--- src/source/scanPkg.sv ---
// Scan period is kept short for simulation; a board build raises SCAN_PERIOD to a few kHz scan
package scanPkg;

        // Clock cycles each digit stays lit
        // Must be at least 2 so the counter can reload
        localparam int SCAN_PERIOD = 16;

        // Width of the down counter that spans one period
        // Holds values from SCAN_PERIOD-1 down to 0
        localparam int SCAN_BITS = (SCAN_PERIOD > 2) ? $clog2(SCAN_PERIOD) : 1;

endpackage

--- src/source/segmentPkg.sv ---
// Segment codes assume a common-anode part with active-low segments and bit 7 as the point
package segmentPkg;

        // Number of multiplexed digits on the display
        localparam int DIGIT_COUNT = 6;

        // Width of a digit index, enough for 0 to DIGIT_COUNT-1
        localparam int DIGIT_BITS = 3;

        // Active-low patterns for hex 0 to F
        // Bit order is dp g f e d c b a, a zero lights the segment
        // Point bit is high in every entry, the encoder clears it when needed
        localparam logic [7:0] SEGMENT_CODES [16] = '{
                8'b1100_0000,
                8'b1111_1001,
                8'b1010_0100,
                8'b1011_0000,
                8'b1001_1001,
                8'b1001_0010,
                8'b1000_0010,
                8'b1111_1000,
                8'b1000_0000,
                8'b1001_0000,
                // Letters A to F, lower case b and d
                8'b1000_1000,
                8'b1000_0011,
                8'b1100_0110,
                8'b1010_0001,
                8'b1000_0110,
                8'b1000_1110
        };

        // Every segment and the point dark
        localparam logic [7:0] SEGMENT_OFF = 8'b1111_1111;

        // One segment byte, seen either as the raw pin word
        // or split into the point and the seven bars
        typedef union packed
        {
                // Byte as it leaves on the segment pins
                logic [7:0] raw;
                // Same byte with named fields
                struct packed
                {
                        // Decimal point, low when lit
                        logic point;
                        // Bars g down to a, low when lit
                        logic [6:0] bars;
                } field;
        } segmentWord;

endpackage
--- src/source/hexDisplay.sv ---
// Six hex digits multiplexed at SCAN_PERIOD cycles each; no dimming, no dead time between digits
module hexDisplay
        import segmentPkg::*;
(
        input  logic                     CLOCK,
        input  logic                     RST_n,
        input  logic [DIGIT_COUNT*4-1:0] displayValue,
        input  logic [DIGIT_COUNT-1:0]   pointMask,
        input  logic                     blankLeading,
        output logic [7:0]               segments,
        output logic [DIGIT_COUNT-1:0]   digitEnable
);

        // Dwell strobe from the prescaler
        logic scanTick;

        // Current digit and its decoded fields
        logic [DIGIT_BITS-1:0] digitIndex;
        logic [3:0]            digitNibble;
        logic                  digitBlank;
        logic                  digitPoint;

        // Prescaler, one strobe per digit dwell
        scanTimer timer_i
        (
                .CLOCK    (CLOCK),
                .RST_n    (RST_n),
                .scanTick (scanTick)
        );

        // Digit rotation and per-digit selection
        digitScanner scanner_i
        (
                .CLOCK        (CLOCK),
                .RST_n        (RST_n),
                .scanTick     (scanTick),
                .displayValue (displayValue),
                .pointMask    (pointMask),
                .blankLeading (blankLeading),
                .digitIndex   (digitIndex),
                .digitNibble  (digitNibble),
                .digitBlank   (digitBlank),
                .digitPoint   (digitPoint)
        );

        // Registered segment pattern and anode enable
        digitEncode encoder_i
        (
                .CLOCK       (CLOCK),
                .RST_n       (RST_n),
                .digitIndex  (digitIndex),
                .digitNibble (digitNibble),
                .digitBlank  (digitBlank),
                .digitPoint  (digitPoint),
                .segments    (segments),
                .digitEnable (digitEnable)
        );

endmodule

--- src/source/digitEncode.sv ---
// Outputs are active low for a common-anode part; one cycle of latency from the scanner inputs
module digitEncode
        import segmentPkg::*;
(
        input  logic                   CLOCK,
        input  logic                   RST_n,
        input  logic [DIGIT_BITS-1:0]  digitIndex,
        input  logic [3:0]             digitNibble,
        input  logic                   digitBlank,
        input  logic                   digitPoint,
        output logic [7:0]             segments,
        output logic [DIGIT_COUNT-1:0] digitEnable
);

        // Segment byte for the current digit, before the register
        segmentWord patternWord;

        // Active-low one-hot enable, before the register
        logic [DIGIT_COUNT-1:0] enableNext;

        // Hex lookup with point and blanking applied
        always_comb
        begin
                // Table entry, point dark by default
                patternWord.raw = SEGMENT_CODES[digitNibble];

                // Lit point pulls the point field low
                if (digitPoint)
                begin
                        patternWord.field.point = 1'b0;
                end

                // Blank digit goes fully dark, the point as well
                if (digitBlank)
                begin
                        patternWord.raw = SEGMENT_OFF;
                end
        end

        // Index to one-hot enable
        // Only the selected anode is pulled low
        always_comb
        begin
                for (int i = 0; i < DIGIT_COUNT; i++)
                begin
                        enableNext[i] = (digitIndex != DIGIT_BITS'(i));
                end
        end

        // Segments and anode enable share one register stage
        // so a digit never shows the pattern of its neighbour
        always_ff @(posedge CLOCK or negedge RST_n)
        begin
                if (!RST_n)
                begin
                        // Whole display dark in reset
                        segments    <= SEGMENT_OFF;
                        digitEnable <= '1;
                end
                else
                begin
                        segments    <= patternWord.raw;
                        digitEnable <= enableNext;
                end
        end

endmodule

--- src/source/digitScanner.sv ---
// Digit 0 is the low nibble and is never blanked; blanking and point follow inputs combinationally
module digitScanner
        import segmentPkg::*;
(
        input  logic                     CLOCK,
        input  logic                     RST_n,
        input  logic                     scanTick,
        input  logic [DIGIT_COUNT*4-1:0] displayValue,
        input  logic [DIGIT_COUNT-1:0]   pointMask,
        input  logic                     blankLeading,
        output logic [DIGIT_BITS-1:0]    digitIndex,
        output logic [3:0]               digitNibble,
        output logic                     digitBlank,
        output logic                     digitPoint
);

        // Last valid index before the wrap
        localparam logic [DIGIT_BITS-1:0] LAST_DIGIT = DIGIT_BITS'(DIGIT_COUNT - 1);

        // Value split into one nibble per digit
        logic [3:0] nibbleAt [DIGIT_COUNT];

        // Per-digit blank decision, bit i for digit i
        logic [DIGIT_COUNT-1:0] blankVector;

        // Rotating digit index
        // Steps once per strobe, wraps from the top digit to digit 0
        always_ff @(posedge CLOCK or negedge RST_n)
        begin
                if (!RST_n)
                begin
                        digitIndex <= '0;
                end
                else if (scanTick)
                begin
                        if (digitIndex == LAST_DIGIT)
                        begin
                                digitIndex <= '0;
                        end
                        else
                        begin
                                digitIndex <= digitIndex + 1'b1;
                        end
                end
        end

        // Unpack the display value
        always_comb
        begin
                for (int i = 0; i < DIGIT_COUNT; i++)
                begin
                        nibbleAt[i] = displayValue[i*4 +: 4];
                end
        end

        // Leading-zero blanking, walked from the most significant digit down
        // A run of zero digits is blanked while nothing above it is shown
        always_comb
        begin
                logic leadRun;

                // Run only starts when blanking is requested
                leadRun = blankLeading;
                blankVector = '0;
                for (int i = DIGIT_COUNT - 1; i > 0; i--)
                begin
                        // A nonzero digit ends the run for itself and all below
                        leadRun = leadRun && (nibbleAt[i] == 4'h0);
                        blankVector[i] = leadRun;
                        // A lit point here keeps every lower digit visible
                        leadRun = leadRun && !pointMask[i];
                end
                // Digit 0 always shows, so a zero value reads as a single 0
                blankVector[0] = 1'b0;
        end

        // Selection for the digit now being driven
        assign digitNibble = nibbleAt[digitIndex];
        assign digitBlank  = blankVector[digitIndex];
        assign digitPoint  = pointMask[digitIndex];

endmodule

--- src/source/scanTimer.sv ---
// Strobe period is fixed by SCAN_PERIOD in scanPkg; there is no run-time rate control
module scanTimer
        import scanPkg::*;
(
        input  logic CLOCK,
        input  logic RST_n,
        output logic scanTick
);

        // Reload value, one less than the period since zero is counted
        localparam logic [SCAN_BITS-1:0] RELOAD = SCAN_BITS'(SCAN_PERIOD - 1);

        // Cycles left in the current dwell
        logic [SCAN_BITS-1:0] scanCount;

        // Down counter, reloads after reaching zero
        always_ff @(posedge CLOCK or negedge RST_n)
        begin
                if (!RST_n)
                begin
                        // Start a full period so the first strobe is one period out
                        scanCount <= RELOAD;
                end
                else if (scanCount == '0)
                begin
                        scanCount <= RELOAD;
                end
                else
                begin
                        scanCount <= scanCount - 1'b1;
                end
        end

        // One cycle strobe on the reload cycle
        // Counter sits at RELOAD in reset, so the strobe stays low there
        assign scanTick = (scanCount == '0);

endmodule

--- config.mk ---
export PLATFORM = sky130hd
export DESIGN_NAME = hexDisplay
export DESIGN_NICKNAME = d
export VERILOG_FILES = /design/src/source/scanPkg.sv /design/src/source/segmentPkg.sv /design/src/source/hexDisplay.sv /design/src/source/digitEncode.sv /design/src/source/digitScanner.sv /design/src/source/scanTimer.sv
export SDC_FILE = /design/constraint.sdc
export NUM_CORES = 1
export LEC_CHECK = 0
export BUFFER_PORTS_ARGS = -buffer_cell sky130_fd_sc_hd__buf_4
export CAP_MARGIN = 20
export CELL_PAD_IN_SITES_DETAIL_PLACEMENT = 0
export CELL_PAD_IN_SITES_GLOBAL_PLACEMENT = 2
export CORE_ASPECT_RATIO = 0.7
export CORE_MARGIN = 10
export CORE_UTILIZATION = 27
export DETAILED_ROUTE_END_ITERATION = 12
export HOLD_SLACK_MARGIN = 0.08
export PLACE_DENSITY_LB_ADDON = 0.1
export REMOVE_ABC_BUFFERS = 1
export SYNTH_ARGS = -nofsm -noshare
export SYNTH_HDL_FRONTEND = slang
export SYNTH_SLANG_ARGS = --single-unit
--- constraint.sdc ---
create_clock -name CLOCK -period 2.4 [get_ports CLOCK]
set_clock_uncertainty 0.2 [all_clocks]
set_input_delay 0.36 -clock CLOCK [delete_from_list [all_inputs] [get_ports CLOCK]]
set_output_delay 0.36 -clock CLOCK [all_outputs]
set_load 0.01 [all_outputs]
==> metrics.md, run 1 <==
| Metric | Value |
|---|---|
| Max Cap Viol | `0` |
| Io pins | `between 40 and 50` |
| Via count of the routed design | `1378` |
| Min-Delay Path Class | `input pin to flop` |
| Routed WL | `~4.5 mm` |
| Cell Chain, Critical Path | `mux4_2 > nand2_1 > o21ai_1 > buf_4 > ha_1 > o311ai_0` |
| Synth Warn # | `0` |
| Vias in the first global route | `1420` |
| Worst setup margin | `roughly 0.15 ns` |
| RSZ-0062 raised after global routing | `no` |
| Post-DP Area | `around 2000 sq um` |
| Setup bufs post-CTS | `0` |
| Final instance area | `a little over 2000 sq um` |
| Die width | `between 100 and 150 microns` |
| Outcome | `complete, no violations` |
| Synth Instances | `157` |
| Area share of fa/ha/maj cells after synthesis | `0.06838` |
| Post-synthesis mux area share | `0.1308` |
| Share of cells above drive strength 1 | `0.4605` |
| Initial DRC count | `52` |
| Global-route wire length before repair | `7.334 mm` |
| Row count | `22` |
| Drc violations | `0` |
| Met1 Use GR | `0.1375` |
| Dpl ws | `-0.01143 ns` |
| Setup crit end kind | `flop` |
| Total GRT Usage | `0.1041` |
| Max Clk Rate | `0.4442 GHz` |
| Routed vias/inst | `4.801` |
| Clk buf depth | `2` |
| Pins Over Slew Limit | `0` |
| RePlAce Congestion | `a little over 0.8` |
| Compound-cell area share of the yosys netlist | `0.1590` |
| Rel. slew slack | `0.6132` |
| Final setup fails | `0` |
| Yosys reg bits | `21` |
| GR met3 Demand/Resource | `0.02737` |
| Final Cycle Share | `0.9380` |
| Synthesized area | `1464 sq um` |
| IO Port Bufs | `46` |
| Peak VDD IR | `roughly 0.17 mV` |
| Post-layout util | `0.3839` |
| Fin. Hold Viols | `0` |
| Critical Path AT | `about 2.2 ns` |
| Root buffer cell | `clkbuf_8` |
| Post-route antenna net violation count | `0` |
| Slowest Stage Delay on Critical Path | `~0.52 ns` |
| # diodes | `0` |
| Synth Area in XOR/XNOR | `0.01197` |
| Synth Area in Simple Gates | `0.1897` |
| PwrDens | `between 300 and 400 nW/um^2` |
| Synthesis-to-finish area growth | `37.86%` |
| Wire length per cell | `about 16 microns` |
| Worst Path Buf+Inv | `1` |
| Leakage power | `roughly 0.90 nW` |
| Global route overflow | `0` |
| Worst-Margin Slew | `roughly 0.58 ns` |
| HPWL after DPL | `3.804 mm` |
| Worst path top cell family by delay | `multiplexers` |
| Initial antenna violation count | `0` |
| Nets | `approximately 260` |
| EDFF count, synth | `0` |
| Crit Path Max Fanout | `7` |
| Synth Flop Type | `dfstp_2` |
| Inserted Clock Buffers | `3` |
| Fin crit period | `approximately 2.3 ns` |
| CTS sink cnt | `21` |
| TNS Setup | `0 ns` |
| Critical path required time | `2.34 ns` |
| Seq/Total Area, Yosys | `0.3744` |
| Synth unique cells | `40` |
| CTS tree | `built` |
| Clock-pin slew on the worst setup and hold paths | `roughly 0.080 ns` |
| Worst skew pair latency | `about 0.25 ns` |
| Depth of the CTS H-tree | `1` |
| Total power | `between 0.0007 and 0.0008 W` |
| Crit path kind | `flop to flop` |
| M2 GR Usage | `0.1719` |
| DIE AREA | `about 9000 sq um` |
| Starting density of the core | `0.2784` |
| CP max stage cell | `mux4_2` |
| Die Ht | `approximately 80 microns` |
| Pre-Repair DR Iteration Count | `4` |
| Startpoint types | `flop` |
| Core Region | `5258 sq um` |
| Avg Inst Size Synth | `9.324 sq um` |
| Busiest grt layer | `met2` |
| Largest net degree at the start of global routing | `22` |
| Asr flop ratio synth | `1.000` |
| Combinational family with the most area after synthesis | `simple AND/OR/NAND/NOR gates` |
[power by group]
group          total (W)  internal (W)  switching (W)
logic           0.000162     0.0000868      0.0000752
registers       0.000378      0.000374     0.00000362
clock network   0.000227      0.000115       0.000112
[area by class of cell]
| type | count | area, sq um |
|---|---|---|
| inverters | 10 | 37.54 |
| flip-flops and latches | 21 | 549.3 |
| well taps | 72 | 90.09 |
| multi-input cells | 118 | 827.0 |
| clock buffers | 3 | 41.29 |
| clock inverters | 1 | 5.005 |
| repair buffers | 62 | 467.9 |
| fillers | 548 | 3239 |
[worst paths after layout]
kind,from,endpoint,slack [ns],cells past startpoint
max,scanner_i.digitIndex[0]$_DFFE_PN0P_,encoder_i.segments[2]$_DFF_PN1_,0.15,6
min,pointMask[4],encoder_i.segments[7]$_DFF_PN1_,0.26,4
max reg2reg,scanner_i.digitIndex[0]$_DFFE_PN0P_,encoder_i.segments[2]$_DFF_PN1_,0.15,6
min reg2reg,timer_i.scanCount[0]$_DFF_PN1_,timer_i.scanCount[0]$_DFF_PN1_,0.27,1
max in group asynchronous,RST_n,encoder_i.segments[3]$_DFF_PN1_,1.41,2
min in group asynchronous,RST_n,scanner_i.digitIndex[2]$_DFFE_PN0P_,0.32,2
[worst register-to-register path: cells and delay by family (launching register included)]
kind | cells | cell delay [ns]
flops | 1 | 0.45
simple gates | 1 | 0.08
mux | 1 | 0.52
fa+ha+maj | 1 | 0.25
buf+inv | 1 | 0.17
compound gates | 2 | 0.48
[placed cells by master, fill, tap and decap left out, types with 2 or more instances in the layout]
master	instances
dfstp_2	18
o21a_1	2
nand3_1	3
clkbuf_8	3
nor4_1	3
a21oi_1	10
or2_2	3
mux2i_1	9
a32oi_1	2
mux4_2	3
nand2_1	14
o21ai_1	4
or3_1	2
mux2_2	3
o221ai_1	2
inv_1	9
nor2_1	17
o31ai_1	2
nand2b_1	4
ha_1	7
dfrtp_1	2
nor3_1	7
o21ai_0	2
buf_4	61
o22ai_1	3
xor2_1	2
[per-layer routing]
layer / part of all wire / vias to the layer above / wire length (microns)
met5: 0 / - / 0
met4: 0.0018 / 0 / 8
met3: 0.037 / 2 / 167
met2: 0.48 / 31 / 2144
met1: 0.48 / 666 / 2142
li1: - / 679 / -
[flip-flops by register name (all words and copies together) (netlist names)]
| name | flops |
|---|---|
| timer_i.scanCount | 4 |
| scanner_i.digitIndex | 3 |
| encoder_i.digitEnable | 6 |
| encoder_i.segments | 8 |
[timing repair]
item                       4_1_cts  5_1_grt
pin swaps                        0        2
setup endpoints to repair        1        5
hold endpoints to repair        21        0
hold buffers                     1        0
resized for setup                1        5
[per-stage QoR]
stage                     instances  hold slack (ns)
after floorplan                 149          -0.1356
after global placement          282          0.05819
after detailed placement        282          0.05916
after CTS                       287           0.2648
after global routing            287           0.3079
final                           287           0.2589
[kinds of logic after synthesis]
kind of cell	count (synthesis)
AND/OR/NAND/NOR	58
AO/OA/AOI/OAI	35
XOR/XNOR	2
flip-flops	21
multiplexers	15
adder cells (fa/ha/maj)	8
buffers and inverters	18
[cells in the mapped netlist (2+ instances only)]
| cell type | number | area, sq um |
|---|---|---|
| nand2b_1 | 4 | 25.02 |
| o21a_1 | 2 | 15.01 |
| o31ai_1 | 2 | 15.01 |
| a32oi_1 | 2 | 17.52 |
| buf_6 | 3 | 33.78 |
| dfstp_2 | 18 | 473.0 |
| or3_1 | 2 | 12.51 |
| nand3_1 | 3 | 15.01 |
| ha_1 | 8 | 100.1 |
| mux2_2 | 3 | 33.78 |
| a21oi_1 | 10 | 50.05 |
| inv_1 | 10 | 37.54 |
| mux2i_1 | 9 | 90.09 |
| nand2_1 | 14 | 52.55 |
| o21ai_0 | 4 | 20.02 |
| clkbuf_1 | 2 | 7.510 |
| mux4_2 | 3 | 67.56 |
| a211oi_1 | 2 | 15.01 |
| or2_2 | 3 | 18.77 |
| buf_2 | 2 | 10.01 |
| o21ai_1 | 2 | 10.01 |
| nor4_1 | 3 | 18.77 |
| nor3_1 | 7 | 35.03 |
| o22ai_1 | 3 | 18.77 |
| xor2_1 | 2 | 17.52 |
| dfrtp_1 | 3 | 75.07 |
| nor2_1 | 17 | 63.81 |
| o221ai_1 | 2 | 17.52 |
Power figures use the tool's default switching activity.
==> inputs of run 2 (changes only) <==
--- a/config.mk
+++ b/config.mk
@@ -11,7 +11,7 @@
 export CELL_PAD_IN_SITES_GLOBAL_PLACEMENT = 2
 export CORE_ASPECT_RATIO = 0.7
 export CORE_MARGIN = 10
-export CORE_UTILIZATION = 27
+export CORE_UTILIZATION = 30
 export DETAILED_ROUTE_END_ITERATION = 12
 export HOLD_SLACK_MARGIN = 0.08
 export PLACE_DENSITY_LB_ADDON = 0.1
==> constraint.sdc (replaced) <==
create_clock -name CLOCK -period 2.45 [get_ports CLOCK]
set_clock_uncertainty 0.2 [all_clocks]
set_input_delay 0.3675 -clock CLOCK [delete_from_list [all_inputs] [get_ports CLOCK]]
set_output_delay 0.3675 -clock CLOCK [all_outputs]
set_load 0.01 [all_outputs]
==> run 2 against run 1 <==
Critical path depth is 3 higher. Via count decreased by 3.8%. Combinational power shrank 2%. Register-to-register slack worse by 0.03 ns. Total power shrank 1.9%. Count of clock-buffer cells in the layout unchanged. Global-route usage rose by 0.83 points. Die area decreased by 7.9%. Sequential power is 2% lower. Core utilization grew 3.0 points. First-iteration DRC count rose by 5.8%. Largest cell class unchanged.
==> metrics.md, run 2 (synthesis gave the netlist of run 1 again) <==
| Metric | Value |
|---|---|
| Fin crit period | `~2.3 ns` |
| Drc violations | `0` |
| CTS sink cnt | `21` |
| Vias in the first global route | `1418` |
| RePlAce Congestion | `0.8183` |
| Nets | `251` |
| Crit Path Max Fanout | `5` |
| Max Clk Rate | `between 0.4 and 0.5 GHz` |
| Outcome | `complete, no violations` |
| Die Ht | `78.45 microns` |
| IO Port Bufs | `46` |
| Clk buf depth | `2` |
| Synthesis-to-finish area growth | `34.44%` |
| Register area | `about 550 sq um` |
| TNS Setup | `0 ns` |
| RSZ-0062 raised after global routing | `no` |
| HPWL after DPL | `about 3.6 mm` |
| Initial antenna violation count | `0` |
| Depth of the CTS H-tree | `1` |
| Global route overflow | `0` |
| Max Cap Viol | `0` |
| Total GRT Usage | `0.1123` |
| Startpoint types | `flop` |
| Critical Path AT | `roughly 2.3 ns` |
| Wire length per cell | `roughly 16 microns` |
| Leakage power | `about 0.88 nW` |
| Post-layout util | `0.4138` |
| Global-route wire length before repair | `7.251 mm` |
| CTS tree | `built` |
| Multi-input logic area | `between 800 and 900 sq um` |
| Initial DRC count | `55` |
| PwrDens | `382.2 nW/um^2` |
| Final Cycle Share | `0.9522` |
| Fillcell total | `approximately 480` |
| Worst skew pair latency | `about 0.26 ns` |
| Commonest non-fill, non-tap cell in the layout | `buf_4` |
| Post-route antenna net violation count | `0` |
| Pins Over Slew Limit | `0` |
| Final setup fails | `0` |
| Max reg flops | `8` |
| Starting density of the core | `0.3078` |
| Min-Delay Path Class | `input pin to flop` |
| Setup crit end kind | `flop` |
| Fin. Hold Viols | `0` |
| DIE AREA | `8118 sq um` |
| Largest net degree at the start of global routing | `22` |
| Top Registers | `encoder_i.segments (8), encoder_i.digitEnable (6), timer_i.scanCount (4)` |
| Row count | `21` |
| DP Cell Count | `273` |
| Root buffer cell | `clkbuf_8` |
| Peak VDD IR | `0.1330 mV` |
| Pre-Repair DR Iteration Count | `4` |
| Clock-pin slew on the worst setup and hold paths | `roughly 0.08 ns` |
| Crit path kind | `flop to flop` |
| Rel. slew slack | `0.4455` |
| Setup bufs post-CTS | `0` |
| Io pins | `between 40 and 50` |
| Largest reg by FF count | `encoder_i.segments` |
| Worst-Margin Slew | `approximately 0.83 ns` |
| Share of cells above drive strength 1 | `0.4402` |
| Core Region | `4756 sq um` |
| Critical path required time | `around 2.4 ns` |
| Inserted Clock Buffers | `3` |
| # diodes | `0` |
| Routed WL | `4.398 mm` |
| Via count of the routed design | `roughly 1.3k` |
| Final Instance Count excl. Fillers | `around 280` |
| Commonest non-fill, non-tap cells in the layout | `buf_4, dfstp_2, nor2_1` |
| Routed vias/inst | `4.766` |
| Die width | `between 100 and 150 microns` |
[run 2: cell count changes in the layout (fill, tap and decap cells not counted), sizes merged]
| cell | delta |
|---|---|
| buf | -6 |
[run 2: metrics by stage]
step | total power, W | worst slack, ns | instance area, sq um | hold WS [ns]
final | 0.0007522 | 0.1172 | 1968 | 0.2249
after global routing | 0.0008008 | 0.02399 | 1968 | 0.2463
after CTS | 0.0007605 | 0.02924 | 1961 | 0.2289
after detailed placement | 0.0005310 | 0.04133 | 1904 | 0.06717
after global placement | 0.0005323 | -0.01211 | 1904 | 0.06183
after floorplan | 0.0004384 | -0.4160 | 1405 | -0.1281
[run 2: path summary, 6_finish.rpt]
path | from | to | slack, ns | cells after the start
max | scanner_i.digitIndex[0]$_DFFE_PN0P_ | encoder_i.segments[3]$_DFF_PN1_ | 0.12 | 9
min | pointMask[4] | encoder_i.segments[7]$_DFF_PN1_ | 0.22 | 4
max reg2reg | scanner_i.digitIndex[0]$_DFFE_PN0P_ | encoder_i.segments[3]$_DFF_PN1_ | 0.12 | 9
min reg2reg | timer_i.scanCount[0]$_DFF_PN1_ | timer_i.scanCount[0]$_DFF_PN1_ | 0.28 | 1
max in group asynchronous | RST_n | encoder_i.segments[0]$_DFF_PN1_ | 1.45 | 2
min in group asynchronous | RST_n | scanner_i.digitIndex[1]$_DFFE_PN0P_ | 0.32 | 2
[run 2: where the power goes]
part	internal, W	total [W]	switching [W]
clock	0.000113	0.000225	0.000112
combinational	0.0000836	0.000158	0.0000742
sequential	0.000366	0.000369	0.00000301
total	0.000563	0.000752	0.000189
[run 2: final cells by class]
type | count | share of cell area
flip-flops and latches | 21 | 0.2797
repair buffers | 56 | 0.2149
well taps | 69 | 0.04387
multi-input cells | 118 | 0.4189
clock buffers | 3 | 0.02098
clock inverters | 1 | 0.002543
inverters | 10 | 0.01907
[run 2: repair_timing]
action / CTS / global route
setup endpoints to repair: 0 / 5
hold endpoints to repair: 21 / 0
gates resized for setup: 0 / 4
hold buffers: 1 / 0
[run 2: critical path, stage by stage (launching register included)]
cell and delay (ns):
dfrtp_2 0.43, mux4_2 0.52, nand2_1 0.08, o21ai_1 0.11, buf_4 0.17, inv_1 0.12
ha_1 0.27, mux2i_1 0.13, nor2_1 0.05, o21ai_1 0.18
[run 2: routing by layer]
layer / share of wire / routed length [microns] / up-vias / GRT usage
met5: 0 / 0 / - / 0
met4: 0.0066 / 29 / 0 / 0.02493
met3: 0.043 / 190 / 2 / 0.02275
met2: 0.47 / 2051 / 30 / 0.1881
met1: 0.48 / 2126 / 633 / 0.1445
li1: - / - / 660 / -
